File: src/hdl/rsa_pkg.sv
package rsa_pkg;

    localparam int rsa_bits = 256;
    localparam int addr_w   = 5;

    // Word offsets of the serial peripheral registers
    localparam logic [addr_w-1:0] rx_base     = 5'd0;
    localparam logic [addr_w-1:0] tx_base     = 5'd4;
    localparam logic [addr_w-1:0] status_base = 5'd8;

    localparam int rx_ok_bit = 7;   // Status bit for a byte waiting in RX
    localparam int tx_ok_bit = 6;   // Status bit for room in TX

    localparam int key_bytes   = 32;
    localparam int block_bytes = 96;   // Modulus, exponent and ciphertext
    localparam int send_bytes  = 31;   // Top byte of the result is never sent

endpackage

File: src/hdl/rsa_op_if.sv
`timescale 1ns/1ps

interface rsa_op_if import rsa_pkg::*; ();

    logic                start;    // One-cycle request pulse
    logic [rsa_bits-1:0] a;
    logic [rsa_bits-1:0] b;
    logic [rsa_bits-1:0] n;        // Modulus, odd
    logic [rsa_bits-1:0] result;   // Valid in the done cycle
    logic                done;

    modport master (
        output start,
        output a,
        output b,
        output n,
        input  result,
        input  done
    );

    modport slave (
        input  start,
        input  a,
        input  b,
        input  n,
        output result,
        output done
    );

endinterface

File: src/hdl/rsa_wrapper.sv
`timescale 1ns/1ps

module rsa_wrapper import rsa_pkg::*; (
    input  logic              avm_clk,
    input  logic              avm_rst,
    output logic [addr_w-1:0] avm_address,
    output logic              avm_read,
    input  logic [31:0]       avm_readdata,
    output logic              avm_write,
    output logic [31:0]       avm_writedata,
    input  logic              avm_waitrequest,
    rsa_op_if.master          core
);

    typedef enum logic [2:0] {
        S_READ_READY,
        S_GET_PU_KEY,
        S_GET_PR_KEY,
        S_GET_DATA,
        S_WAIT_CALCULATE,
        S_WRITE_READY,
        S_SEND_DATA
    } state_t;

    state_t                         state;
    logic [$clog2(block_bytes)-1:0] cnt;
    logic [$clog2(key_bytes)-1:0]   byte_sel;
    logic [addr_w-1:0]              addr_r;
    logic                           read_r;
    logic                           write_r;
    logic                           start_r;
    logic [rsa_bits-1:0]            n_r;
    logic [rsa_bits-1:0]            d_r;
    logic [rsa_bits-1:0]            enc_r;
    logic [rsa_bits-1:0]            dec_r;

    assign byte_sel = cnt[$clog2(key_bytes)-1:0];   // Byte position inside the current value

    assign avm_address   = addr_r;
    assign avm_read      = read_r;
    assign avm_write     = write_r;
    assign avm_writedata = {24'd0, dec_r[rsa_bits-9 -: 8]};   // Byte 30 moves up after each shift

    assign core.start = start_r;
    assign core.a     = enc_r;
    assign core.b     = d_r;
    assign core.n     = n_r;

    always_ff @(posedge avm_clk or posedge avm_rst) begin
        if (avm_rst) begin
            state   <= S_READ_READY;
            cnt     <= '0;
            addr_r  <= status_base;
            read_r  <= 1'b1;
            write_r <= 1'b0;
            start_r <= 1'b0;
        end else begin
            start_r <= 1'b0;
            case (state)
                S_READ_READY: begin
                    if (!avm_waitrequest && avm_readdata[rx_ok_bit]) begin
                        addr_r <= rx_base;
                        if (cnt < key_bytes) begin
                            state <= S_GET_PU_KEY;
                        end else if (cnt < 2 * key_bytes) begin
                            state <= S_GET_PR_KEY;
                        end else begin
                            state <= S_GET_DATA;
                        end
                    end
                end
                S_GET_PU_KEY, S_GET_PR_KEY, S_GET_DATA: begin
                    if (!avm_waitrequest) begin
                        addr_r <= status_base;
                        if (cnt == block_bytes - 1) begin
                            cnt     <= '0;
                            start_r <= 1'b1;
                            state   <= S_WAIT_CALCULATE;
                        end else begin
                            cnt   <= cnt + 1'b1;
                            state <= S_READ_READY;
                        end
                    end
                end
                S_WAIT_CALCULATE: begin
                    if (core.done) begin
                        state <= S_WRITE_READY;   // Status read stays posted meanwhile
                    end
                end
                S_WRITE_READY: begin
                    if (!avm_waitrequest && avm_readdata[tx_ok_bit]) begin
                        read_r  <= 1'b0;
                        write_r <= 1'b1;
                        addr_r  <= tx_base;
                        state   <= S_SEND_DATA;
                    end
                end
                S_SEND_DATA: begin
                    if (!avm_waitrequest) begin
                        read_r  <= 1'b1;
                        write_r <= 1'b0;
                        addr_r  <= status_base;
                        if (cnt == send_bytes - 1) begin
                            cnt   <= '0;
                            state <= S_READ_READY;
                        end else begin
                            cnt   <= cnt + 1'b1;
                            state <= S_WRITE_READY;
                        end
                    end
                end
                default: state <= S_READ_READY;
            endcase
        end
    end

    always_ff @(posedge avm_clk) begin
        if (!avm_waitrequest) begin
            case (state)
                S_GET_PU_KEY: n_r[{byte_sel, 3'b000} +: 8]   <= avm_readdata[7:0];
                S_GET_PR_KEY: d_r[{byte_sel, 3'b000} +: 8]   <= avm_readdata[7:0];
                S_GET_DATA:   enc_r[{byte_sel, 3'b000} +: 8] <= avm_readdata[7:0];
                S_SEND_DATA:  dec_r <= dec_r << 8;
                default: ;
            endcase
        end
        if ((state == S_WAIT_CALCULATE) && core.done) begin
            dec_r <= core.result;
        end
    end

endmodule

File: src/flat_wrapper.sv
// flat-port wrapper written by rule: the top's interface ports become plain ports
module rsa_wrapper_flat import rsa_pkg::*;
  (avm_clk, avm_rst, avm_address, avm_read, avm_readdata, avm_write, avm_writedata, avm_waitrequest, core_start, core_a, core_b, core_n, core_result, core_done);
  rsa_op_if core_i ();
  input  logic avm_clk;
  input  logic avm_rst;
  output logic [addr_w-1:0] avm_address;
  output logic avm_read;
  input  logic [31:0] avm_readdata;
  output logic avm_write;
  output logic [31:0] avm_writedata;
  input  logic avm_waitrequest;
  output wire logic [$bits(core_i.start)-1:0] core_start;
  output wire logic [$bits(core_i.a)-1:0] core_a;
  output wire logic [$bits(core_i.b)-1:0] core_b;
  output wire logic [$bits(core_i.n)-1:0] core_n;
  input wire logic [$bits(core_i.result)-1:0] core_result;
  input wire logic [$bits(core_i.done)-1:0] core_done;
  assign core_start = core_i.start;
  assign core_a = core_i.a;
  assign core_b = core_i.b;
  assign core_n = core_i.n;
  assign core_i.result = core_result;
  assign core_i.done = core_done;
  rsa_wrapper u_core (.avm_clk(avm_clk), .avm_rst(avm_rst), .avm_address(avm_address), .avm_read(avm_read), .avm_readdata(avm_readdata), .avm_write(avm_write), .avm_writedata(avm_writedata), .avm_waitrequest(avm_waitrequest), .core(core_i));
endmodule
File: config.mk
export PLATFORM = sky130hd
export DESIGN_NAME = rsa_wrapper_flat
export DESIGN_NICKNAME = d
export VERILOG_FILES = /design/src/hdl/rsa_pkg.sv /design/src/hdl/rsa_op_if.sv /design/src/hdl/rsa_wrapper.sv /design/src/flat_wrapper.sv
export SDC_FILE = /design/constraint.sdc
export NUM_CORES = 1
export LEC_CHECK = 0
export ABC_AREA = 1
export BUFFER_PORTS_ARGS = -buffer_cell sky130_fd_sc_hd__buf_4
export CORE_AREA = 2 2 430 432
export CTS_BUF_LIST = sky130_fd_sc_hd__clkbuf_16
export DETAILED_ROUTE_END_ITERATION = 12
export DIE_AREA = 0 0 432 434
export GPL_TIMING_DRIVEN = 0
export PLACE_DENSITY = 0.39
export SYNTH_ARGS = -nofsm -noshare
export SYNTH_HDL_FRONTEND = slang
export SYNTH_SLANG_ARGS = --single-unit
File: constraint.sdc
create_clock -name avm_clk -period 8.8 [get_ports avm_clk]
set_input_delay 0.44 -clock avm_clk [delete_from_list [all_inputs] [get_ports avm_clk]]
set_output_delay 0.44 -clock avm_clk [all_outputs]
set_load 0.02 [all_outputs]
Yosys cells after proc, flatten, opt, wreduce, memory -nomap -nowiden --
Cells that the tools add are included. W data, S select, Z words.
Cells by class: add/subtract/negate cells 2, magnitude comparators 2, equality and inequality tests 15, shift-type cells 2, mux-type cells 34, bitwise gates (word level) 1, reduce and logical (&&, ||, !) cells 19
Operators by type and width (count):
- $bwmux W256 | 3
- $mux W248 | 3
- $shift A8 B10 Y256 const A | 1
- $shiftx A8 B10 Y256 | 1
- $mux W7 | 4
- $mux W3 | 8
- $mux W5 | 3
- $pmux W3 S5 | 1
- $pmux W5 S3 | 1
- $pmux W7 S2 | 1
- $neg A8 Y10 | 1
- $eq A3 B3 Y1 const B | 3
- $mux W1 | 8
- $ne A2 B2 Y1 const B | 4
- $reduce_and A2 Y1 | 4
- $add A7 B1 Y7 const B | 1
- $eq A7 B5 Y1 const B | 1
- $eq A7 B7 Y1 const B | 1
- $lt A7 B6 Y1 const B | 1
- $lt A7 B7 Y1 const B | 1
- $eq A3 B2 Y1 const B | 2
- $ne A2 B1 Y1 const B | 3
- $reduce_and A3 Y1 | 2
- $reduce_bool A2 Y1 | 3
- other kinds (11) | 14
Storage, ports and cells: register bits 1034, input bits 292, output and inout port bits 808

Longest topological paths before layout --
Gate-level depths: netlist (run 1).
depth in word-level cells 5, mapped depth 11, mapped depth without buffers 9

Worst setup path before layout (run 1) --
OpenSTA, ideal clock, no wires.
path type register to register, start reg u_core.state[2], end reg u_core.dec_r[0], enable pin, setup time 1905 ps, data arrival time 5120 ps, required time 6895 ps, slack 1775 ps, cell stages (with the launch flop) 6, period minus slack after synthesis 7025 ps, cell sequence dfrtp_1 inv_1 nor2_1 nand2_1 clkbuf_1 nand2_1
On the way: longest elaborated chain between the ends 4, elaborated cells on any way between the ends 6, classes of those cells eq/ne (3); reduce/logical (3)
RTL lines:
- start, declared | RTL line rsa_wrapper.sv:25 | state_t state;
- start signal, assigned | RTL line rsa_wrapper.sv:51 | state <= S_READ_READY;
- start signal, assigned | RTL line rsa_wrapper.sv:64 | state <= S_GET_PU_KEY;
- start signal, assigned | RTL line rsa_wrapper.sv:66 | state <= S_GET_PR_KEY;
- $eq A3 B3 Y1 | RTL line rsa_wrapper.sv:127 | if ((state == S_WAIT_CALCULATE) && core.done) begin
- $logic_and A1 B1 Y1 | RTL line rsa_wrapper.sv:127
- $ne A2 B1 Y1 (no source line) or $reduce_bool A2 Y1 (tied branches)
- $reduce_and A2 Y1 (no source line) *
- end signal, assigned | RTL line rsa_wrapper.sv:123 | S_SEND_DATA: dec_r <= dec_r << 8;
- end signal, assigned | RTL line rsa_wrapper.sv:128 | dec_r <= core.result;
- end, declared | RTL line rsa_wrapper.sv:35 | logic [rsa_bits-1:0] dec_r;
Every way passes the cells marked *; elsewhere a longest branch is shown, timed or not. A chain may end at the register's enable or synchronous reset.

==> run_results.csv, run 1 <==
group,metric,value,unit
power_and_ir_drop,p_leak,0.02118,uW
yosys,synth-seq-cells,1031,
drt,avgViaCountPerCell,4.036,
power_and_ir_drop,p_clk_share,37.6,%
sta,fmax,0.2590,GHz
cts,clk_latency,0.79,ns
placement,dp_hpwl,142900,microns
power_and_ir_drop,pwr-share-comb,18.0,%
power_and_ir_drop,peakVddDrop,0.0001715,V
critical_path,critPathBufInv,3,
critical_path,path_delay_family,"simple AND/OR/NAND/NOR gates",
sta,rsz0062_at_grt,"no",
sta,worst_pin_slew,1.470,ns
floorplan,fp.dieW,432,microns
global_routing,grt_usage,18.68,%
sta,skew,0.06462,ns
global_routing,grt_pass1_wl,236600,microns
worst_hold_path,hold_class,"input port to flop",
sta,finalHoldViolations,0,
drt,vias,26418,
yosys,synth_warnings,0,
power_and_ir_drop,p_per_area,230.2,nW/um^2
cts,cts.sinks,1031,
yosys,syn_inst,2604,
sta,relSlewSlack,1.625,%
placement,post_dp_cell_area,48490,sq um
drt,routed_wl,181900,microns
critical_path,crit_arrival,4.23,ns
global_routing,antenna_found_initial,13,
drt,post_drt_wl_per_cell,27.80,microns
job,maxCapViolations,0,
sta,worst_slack,4.939,ns
floorplan,core_area,182500,sq um
cts,cts_tree,"yes",
sta,setup_tns,0,ns
critical_path,cpMaxStageDelayCell,"nor2_1",
critical_path,critPathCaptureType,"flop",
finish,final_nets,4345,
finish,stdcell_area,54660,sq um
cts,post_cts_resized,0,
status,status,"complete, no violations",
sta,drv_slew,0,
power_and_ir_drop,switchingPower,3977,uW
cts,cts_buffers,118,
global_routing,grt_pass1_vias,26877,
power_and_ir_drop,p_int,8604,uW
floorplan,fp-row-count,157,
finish,synthToLayoutAreaGrowth,46.38,%
cts,htree_levels,3,
power_and_ir_drop,p_seq_share,44.3,%
global_routing,grt_max_degree,68,
sta,final.period_utilization,43.88,%
cts,clock_path_buffers,3,
floorplan,io_pins,1100,
yosys,netlist_area,37340,sq um
floorplan,dieArea,187500,sq um
placement,gp_congestion,0.8757,
critical_path,cpPeakStageDelay,1.13,ns
critical_path,path_class,"flop to flop",
critical_path,cp-start-kind,"flop",
critical_path,cp.required,9.17,ns
critical_path,path_max_fanout,10,
yosys,ys_types,31,
yosys,yosysSeqAreaShare,82.72,%
cts,cts_root_buffer,"clkbuf_16",
drt,route.detailed.drc,0,
yosys,avgSynthCellArea,14.34,sq um
cts,cts.clk_slew.worst_paths,0.06,ns
global_routing,overflow,0,
finish,drive_gt1_share,32.88,%
critical_path,crit_chain,"buf_2, inv_2, ha_1, nand3_2, nand2_4, buf_1, nand2_1, nor2_1",
sta,min_period,3.861,ns
power_and_ir_drop,p_sw_share,31.61,%
floorplan,dieHeight,434,microns
placement,port_buffers,1040,
drt,drtPass1Iterations,5,
drt,drtIter0Drc,2153,
drt,ant_nets,0,
sta,setup_viol,0,
floorplan,initial_core_util,20.46,%
placement,place_ws,4.865,ns
## area by class of cell
type                            count  area (sq um)
Tap cell                         2385          2984
Timing Repair Buffer             1299         10480
Sequential cell                  1031         30890
Buffer                            146         813.3
Antenna cell                        8         20.02
Inverter                           60         226.5
Multi-Input combinational cell   1393          5587
Clock buffer                      119          2978
Fill cell                       18731        127800
Clock inverter                    104         685.7
## synthesized netlist by cell type
master,count,area (sq um)
edfxtp_1,1016,30510
dfrtp_1,13,325.3
or2_2,2,12.51
clkinv_2,1,5.000
buf_1,4,15.01
buf_4,49,367.9
nor2_1,389,1460
o22ai_1,1,6.260
nand2_4,1,11.26
clkinv_1,6,22.52
nor3_1,19,95.09
ha_1,4,50.05
nand2_2,3,18.77
or2_1,2,12.51
nor2_4,2,22.52
conb_1,1,3.750
nand3_2,4,40.04
nor2_2,3,18.77
inv_1,48,180.2
nand4_1,9,56.30
dfstp_2,2,52.55
o211ai_1,1,7.510
a21oi_1,6,30.03
o21ai_0,12,60.06
clkbuf_1,34,127.6
nand3_1,66,330.3
xnor2_2,1,16.27
xor2_2,1,16.27
buf_2,59,295.3
nand2_1,840,3153
inv_2,5,18.77
## worst paths after layout
kind | cells past startpoint | endpoint | slack, ns | start
hold / removal | 3 | u_core.dec_r[6] | 0.08 | core_result[6]
hold reg to reg | 2 | u_core.avm_address[3] | 0.47 | u_core.avm_address[3]
setup reg to reg | 8 | u_core.core.n[183] | 4.94 | u_core.cnt[0]
max in group asynchronous | 3 | u_core.state[2] | 7.94 | avm_rst
setup / recovery | 8 | u_core.core.n[183] | 4.94 | u_core.cnt[0]
min in group asynchronous | 3 | u_core.cnt[2] | 0.39 | avm_rst
## kinds of logic after synthesis
family,synth area share [%]
flip-flops,82.72
other,0.01004
AO/OA/AOI/OAI,0.2781
XOR/XNOR,0.08714
AND/OR/NAND/NOR,14.01
adder cells (fa/ha/maj),0.1340
buffers and inverters,2.764
## registers in the layout (all words and copies together), names as in the netlist
name / count
u_core.core.start: 1
u_core.core.n: 256
u_core.avm_read: 1
u_core.state: 3
u_core.avm_address: 2
u_core.core.a: 256
u_core.avm_write: 1
u_core.core.b: 256
u_core.cnt: 7
u_core.dec_r: 248
## layer usage
| layer | wire, microns | GRT usage, % |
|---|---|---|
| met1 | 72510 | 22.56 |
| met5 | 0 | 0 |
| met2 | 93870 | 33.25 |
| met4 | 5872 | 5.847 |
| met3 | 9669 | 3.723 |
## power groups by stage
stage	combinational, uW	sequential, uW	clock [uW]
final	2270	5580	4740
after global placement	2130	5680	0
after CTS	2270	5580	4840
after detailed placement	2160	5680	0
after floorplan	967	5720	0
after global routing	2390	5580	5020
## worst min-delay path, stage by stage
cell	delay [ns]
buf_4	0.08
inv_1	0.08
nor2_1	0.11
## cell usage in the layout, fill, tap and decap left out, types with 6 or more instances in the layout
cell           count
buf_4           1090
edfxtp_1        1016
nand2_1          839
nor2_1           385
dlygate4sd3_1    248
clkbuf_16        119
inv_1             81
nand3_1           66
buf_2             60
clkinv_1          36
clkbuf_1          29
conb_1            27
clkinv_2          19
dfrtp_1           13
o21ai_0           12
nor3_2            10
nand4_1            9
nor3_1             9
diode_2            8
nor2_2             7
a21oi_1            6
## through the flow
stage	total power, uW	instances	util, %	hold slack, ns
after global routing	13000	6542	29.95	0.03348
after floorplan	6689	2630	-	0.3400
after CTS	12690	6537	29.94	0.004404
final	12580	6545	29.95	0.07952
after global placement	7817	6055	26.43	0.4549
after detailed placement	7842	6066	26.57	0.4607
## what timing repair did
item,4_1_cts,5_1_grt
hold buffers,248,0
hold endpoints to repair,260,0
buffers inserted,0,0
setup endpoints to repair,0,0
Note: power is estimated with default switching activity, not from simulation.
==> inputs of run 2 (changes only) <==
==> constraint.sdc (replaced) <==
create_clock -name avm_clk -period 3.7 [get_ports avm_clk]
set_input_delay 0.185 -clock avm_clk [delete_from_list [all_inputs] [get_ports avm_clk]]
set_output_delay 0.185 -clock avm_clk [all_outputs]
set_load 0.02 [all_outputs]
==> run 2 against run 1 <==
  * Worst setup slack got worse by 5.1 ns
  * Critical path depth did not move
  * Sequential share of layout area fell by 0.19 points
  * Total power rose by 140%
  * Highest routed layer unchanged
  * Non-clock buffer count did not move
  * Design area rose by 0.34%
  * Maximum frequency fell by 0.49%
  * Clock power rose by 140%
  * Hold slack improved by 0.047 ns
  * Largest cell class unchanged
  * Clock-buffer cell count rose by 2
  * Final cell count barely moved
  * The flow now finishes with violations (capacitance limit, slew limit, setup timing)
==> run_results.csv, run 2 (synthesis gave the netlist of run 1 again) <==
group,metric,value,unit
status,status,"finished, violations left",
status,violations,"capacitance limit, slew limit, setup timing",
job,maxCapViolations,1,
sta,final.period_utilization,104.9,%
power_and_ir_drop,pwr-share-comb,17.7,%
floorplan,dieArea,187500,sq um
cts,cts_tree,"yes",
finish,drive_gt1_share,33.98,%
finish,synthToLayoutAreaGrowth,46.88,%
critical_path,critPathCaptureType,"flop",
placement,port_buffers,1040,
power_and_ir_drop,p_clk_share,38.2,%
critical_path,cp-start-kind,"flop",
sta,relSlewSlack,-1.873,%
power_and_ir_drop,p_leak,0.02117,uW
global_routing,grt_pass1_vias,26589,
placement,dp_hpwl,141000,microns
critical_path,path_max_fanout,10,
floorplan,fp.dieW,432,microns
placement,gp_congestion,0.8822,
critical_path,cp.required,4.07,ns
sta,setup_viol,16,
cts,htree_levels,3,
floorplan,fp-row-count,157,
critical_path,crit_arrival,4.25,ns
sta,finalHoldViolations,0,
global_routing,grt_max_degree,91,
critical_path,path_class,"flop to flop",
finish,final_common_cell,"buf_4",
cts,clock_path_buffers,3,
drt,route.detailed.drc,0,
finish,nFillCells,18660,
drt,avgViaCountPerCell,4.038,
power_and_ir_drop,p_per_area,549.2,nW/um^2
sta,worst_pin_slew,1.522,ns
global_routing,overflow,0,
power_and_ir_drop,p_int,20760,uW
floorplan,core_area,182500,sq um
power_and_ir_drop,p_sw_share,31.06,%
drt,post_drt_wl_per_cell,27.46,microns
power_and_ir_drop,p_seq_share,44.1,%
critical_path,worstReg2RegStart,"u_core.cnt[0]",
finish,multi_input_area,5712,sq um
placement,place_ws,-0.2291,ns
drt,routed_wl,179600,microns
sta,fmax,0.2577,GHz
critical_path,ff2ff_setup_slack,-0.18,ns
power_and_ir_drop,peakVddDrop,0.0003898,V
sta,min_period,3.880,ns
drt,ant_nets,0,
sta,worst_slack,-0.1801,ns
cts,cts.sinks,1031,
sta,rsz0062_at_grt,"yes",
finish,fin_util,30.05,%
global_routing,antenna_found_initial,9,
cts,cts_buffers,119,
drt,vias,26412,
critical_path,reg2reg_depth,8,
finish,stdcell_count,6541,
power_and_ir_drop,p_total,30120,uW
floorplan,dieHeight,434,microns
worst_hold_path,hold_class,"input port to asynchronous set/reset pin",
global_routing,grt_usage,18.46,%
finish,register_area,30890,sq um
sta,drv_slew,9,
sta,skew,0.03887,ns
drt,drtIter0Drc,2204,
floorplan,initial_core_util,20.46,%
cts,clk_latency,0.79,ns
cts,cts_root_buffer,"clkbuf_16",
critical_path,timing.rr.end,"u_core.core.a[181]",
cts,cts.clk_slew.worst_paths,0.06,ns
power_and_ir_drop,switchingPower,9356,uW
floorplan,io_pins,1100,
drt,drtPass1Iterations,5,
finish,final_nets,4347,
global_routing,grt_pass1_wl,233600,microns
finish,layout_common_cells,"buf_4, edfxtp_1, nand2_1, nor2_1, dlygate4sd3_1",
placement,dp.cells,6063,
run 2: changes by cell type in the layout (fill, tap and decap cells not counted), moves of 2 or more:
cell,change
inv_1,-15
inv_6,+3
nor2_2,+31
clkbuf_1,-2
inv_8,-2
bufinv_16,+3
nor2_1,-34
buf_16,-2
nor2_4,+3
clkbuf_16,+2
dlygate4sd3_1,+3
clkinv_2,+5
run 2: metal layers:
| layer | up-vias | track usage, % | share of wire, % |
|---|---|---|---|
| met5 | - | 0 | 0 |
| met4 | 0 | 5.732 | 3.1 |
| met3 | 206 | 4.094 | 5.9 |
| met2 | 956 | 32.36 | 51 |
| met1 | 13418 | 22.47 | 40 |
| li1 | 11832 | - | - |
run 2: worst max path at each step:
stage,depth (start not counted),from,end
floorplan,6,u_core.state[0],u_core.dec_r[0]
global placement,5,u_core.state[2],u_core.dec_r[245]
detailed placement,9,u_core.cnt[0],u_core.core.b[193]
CTS,8,u_core.cnt[0],u_core.core.a[181]
global route,8,u_core.cnt[0],u_core.core.b[179]
finish,8,u_core.cnt[0],u_core.core.a[181]
run 2: worst max-delay path: stages (launching register included):
cell and delay [ns]:
dfrtp_1 0.40, buf_2 0.20, inv_2 0.16, ha_1 0.33, nand3_2 0.17, nand2_4 0.20, buf_1 0.58, nand2_1 0.23
nor2_1 1.17
run 2: power by group through the flow:
stage	logic [uW]	clock network, uW	registers, uW
CTS	5280	11800	13300
global route	5650	12200	13300
finish	5330	11500	13300
detailed placement	5020	0	13500
global placement	4980	0	13500
floorplan	2300	0	13600
run 2: per-stage QoR:
stage	instance area, sq um	hold WS, ns	TNS, ns
6_report	54850	0.1261	-1.911
5_1_grt	54840	0.09409	-4.212
4_1_cts	54740	0.05885	-0.9938
3_5_place_dp	48450	0.3262	-15.29
3_3_place_gp	48240	0.3295	-345.25
2_1_floorplan	37450	0.08505	0
run 2: what timing repair did:
item	in CTS	in global routing
pin swaps	1	0
hold buffers	251	0
gates cloned	1	0
resized for setup	5	34
endpoints found under the setup margin	133	309
setup buffers	0	0
hold endpoints to repair	276	0
run 2: cell type report:
cell class / instances / share of cell area, %
Inverter: 60 / 0.4129
Tap cell: 2385 / 5.441
Sequential cell: 1031 / 56.32
Timing Repair Buffer: 1299 / 19.05
Clock buffer: 121 / 5.521
Antenna cell: 7 / 0.03194
Clock inverter: 98 / 1.321
Multi-Input combinational cell: 1394 / 10.41
Buffer: 146 / 1.487
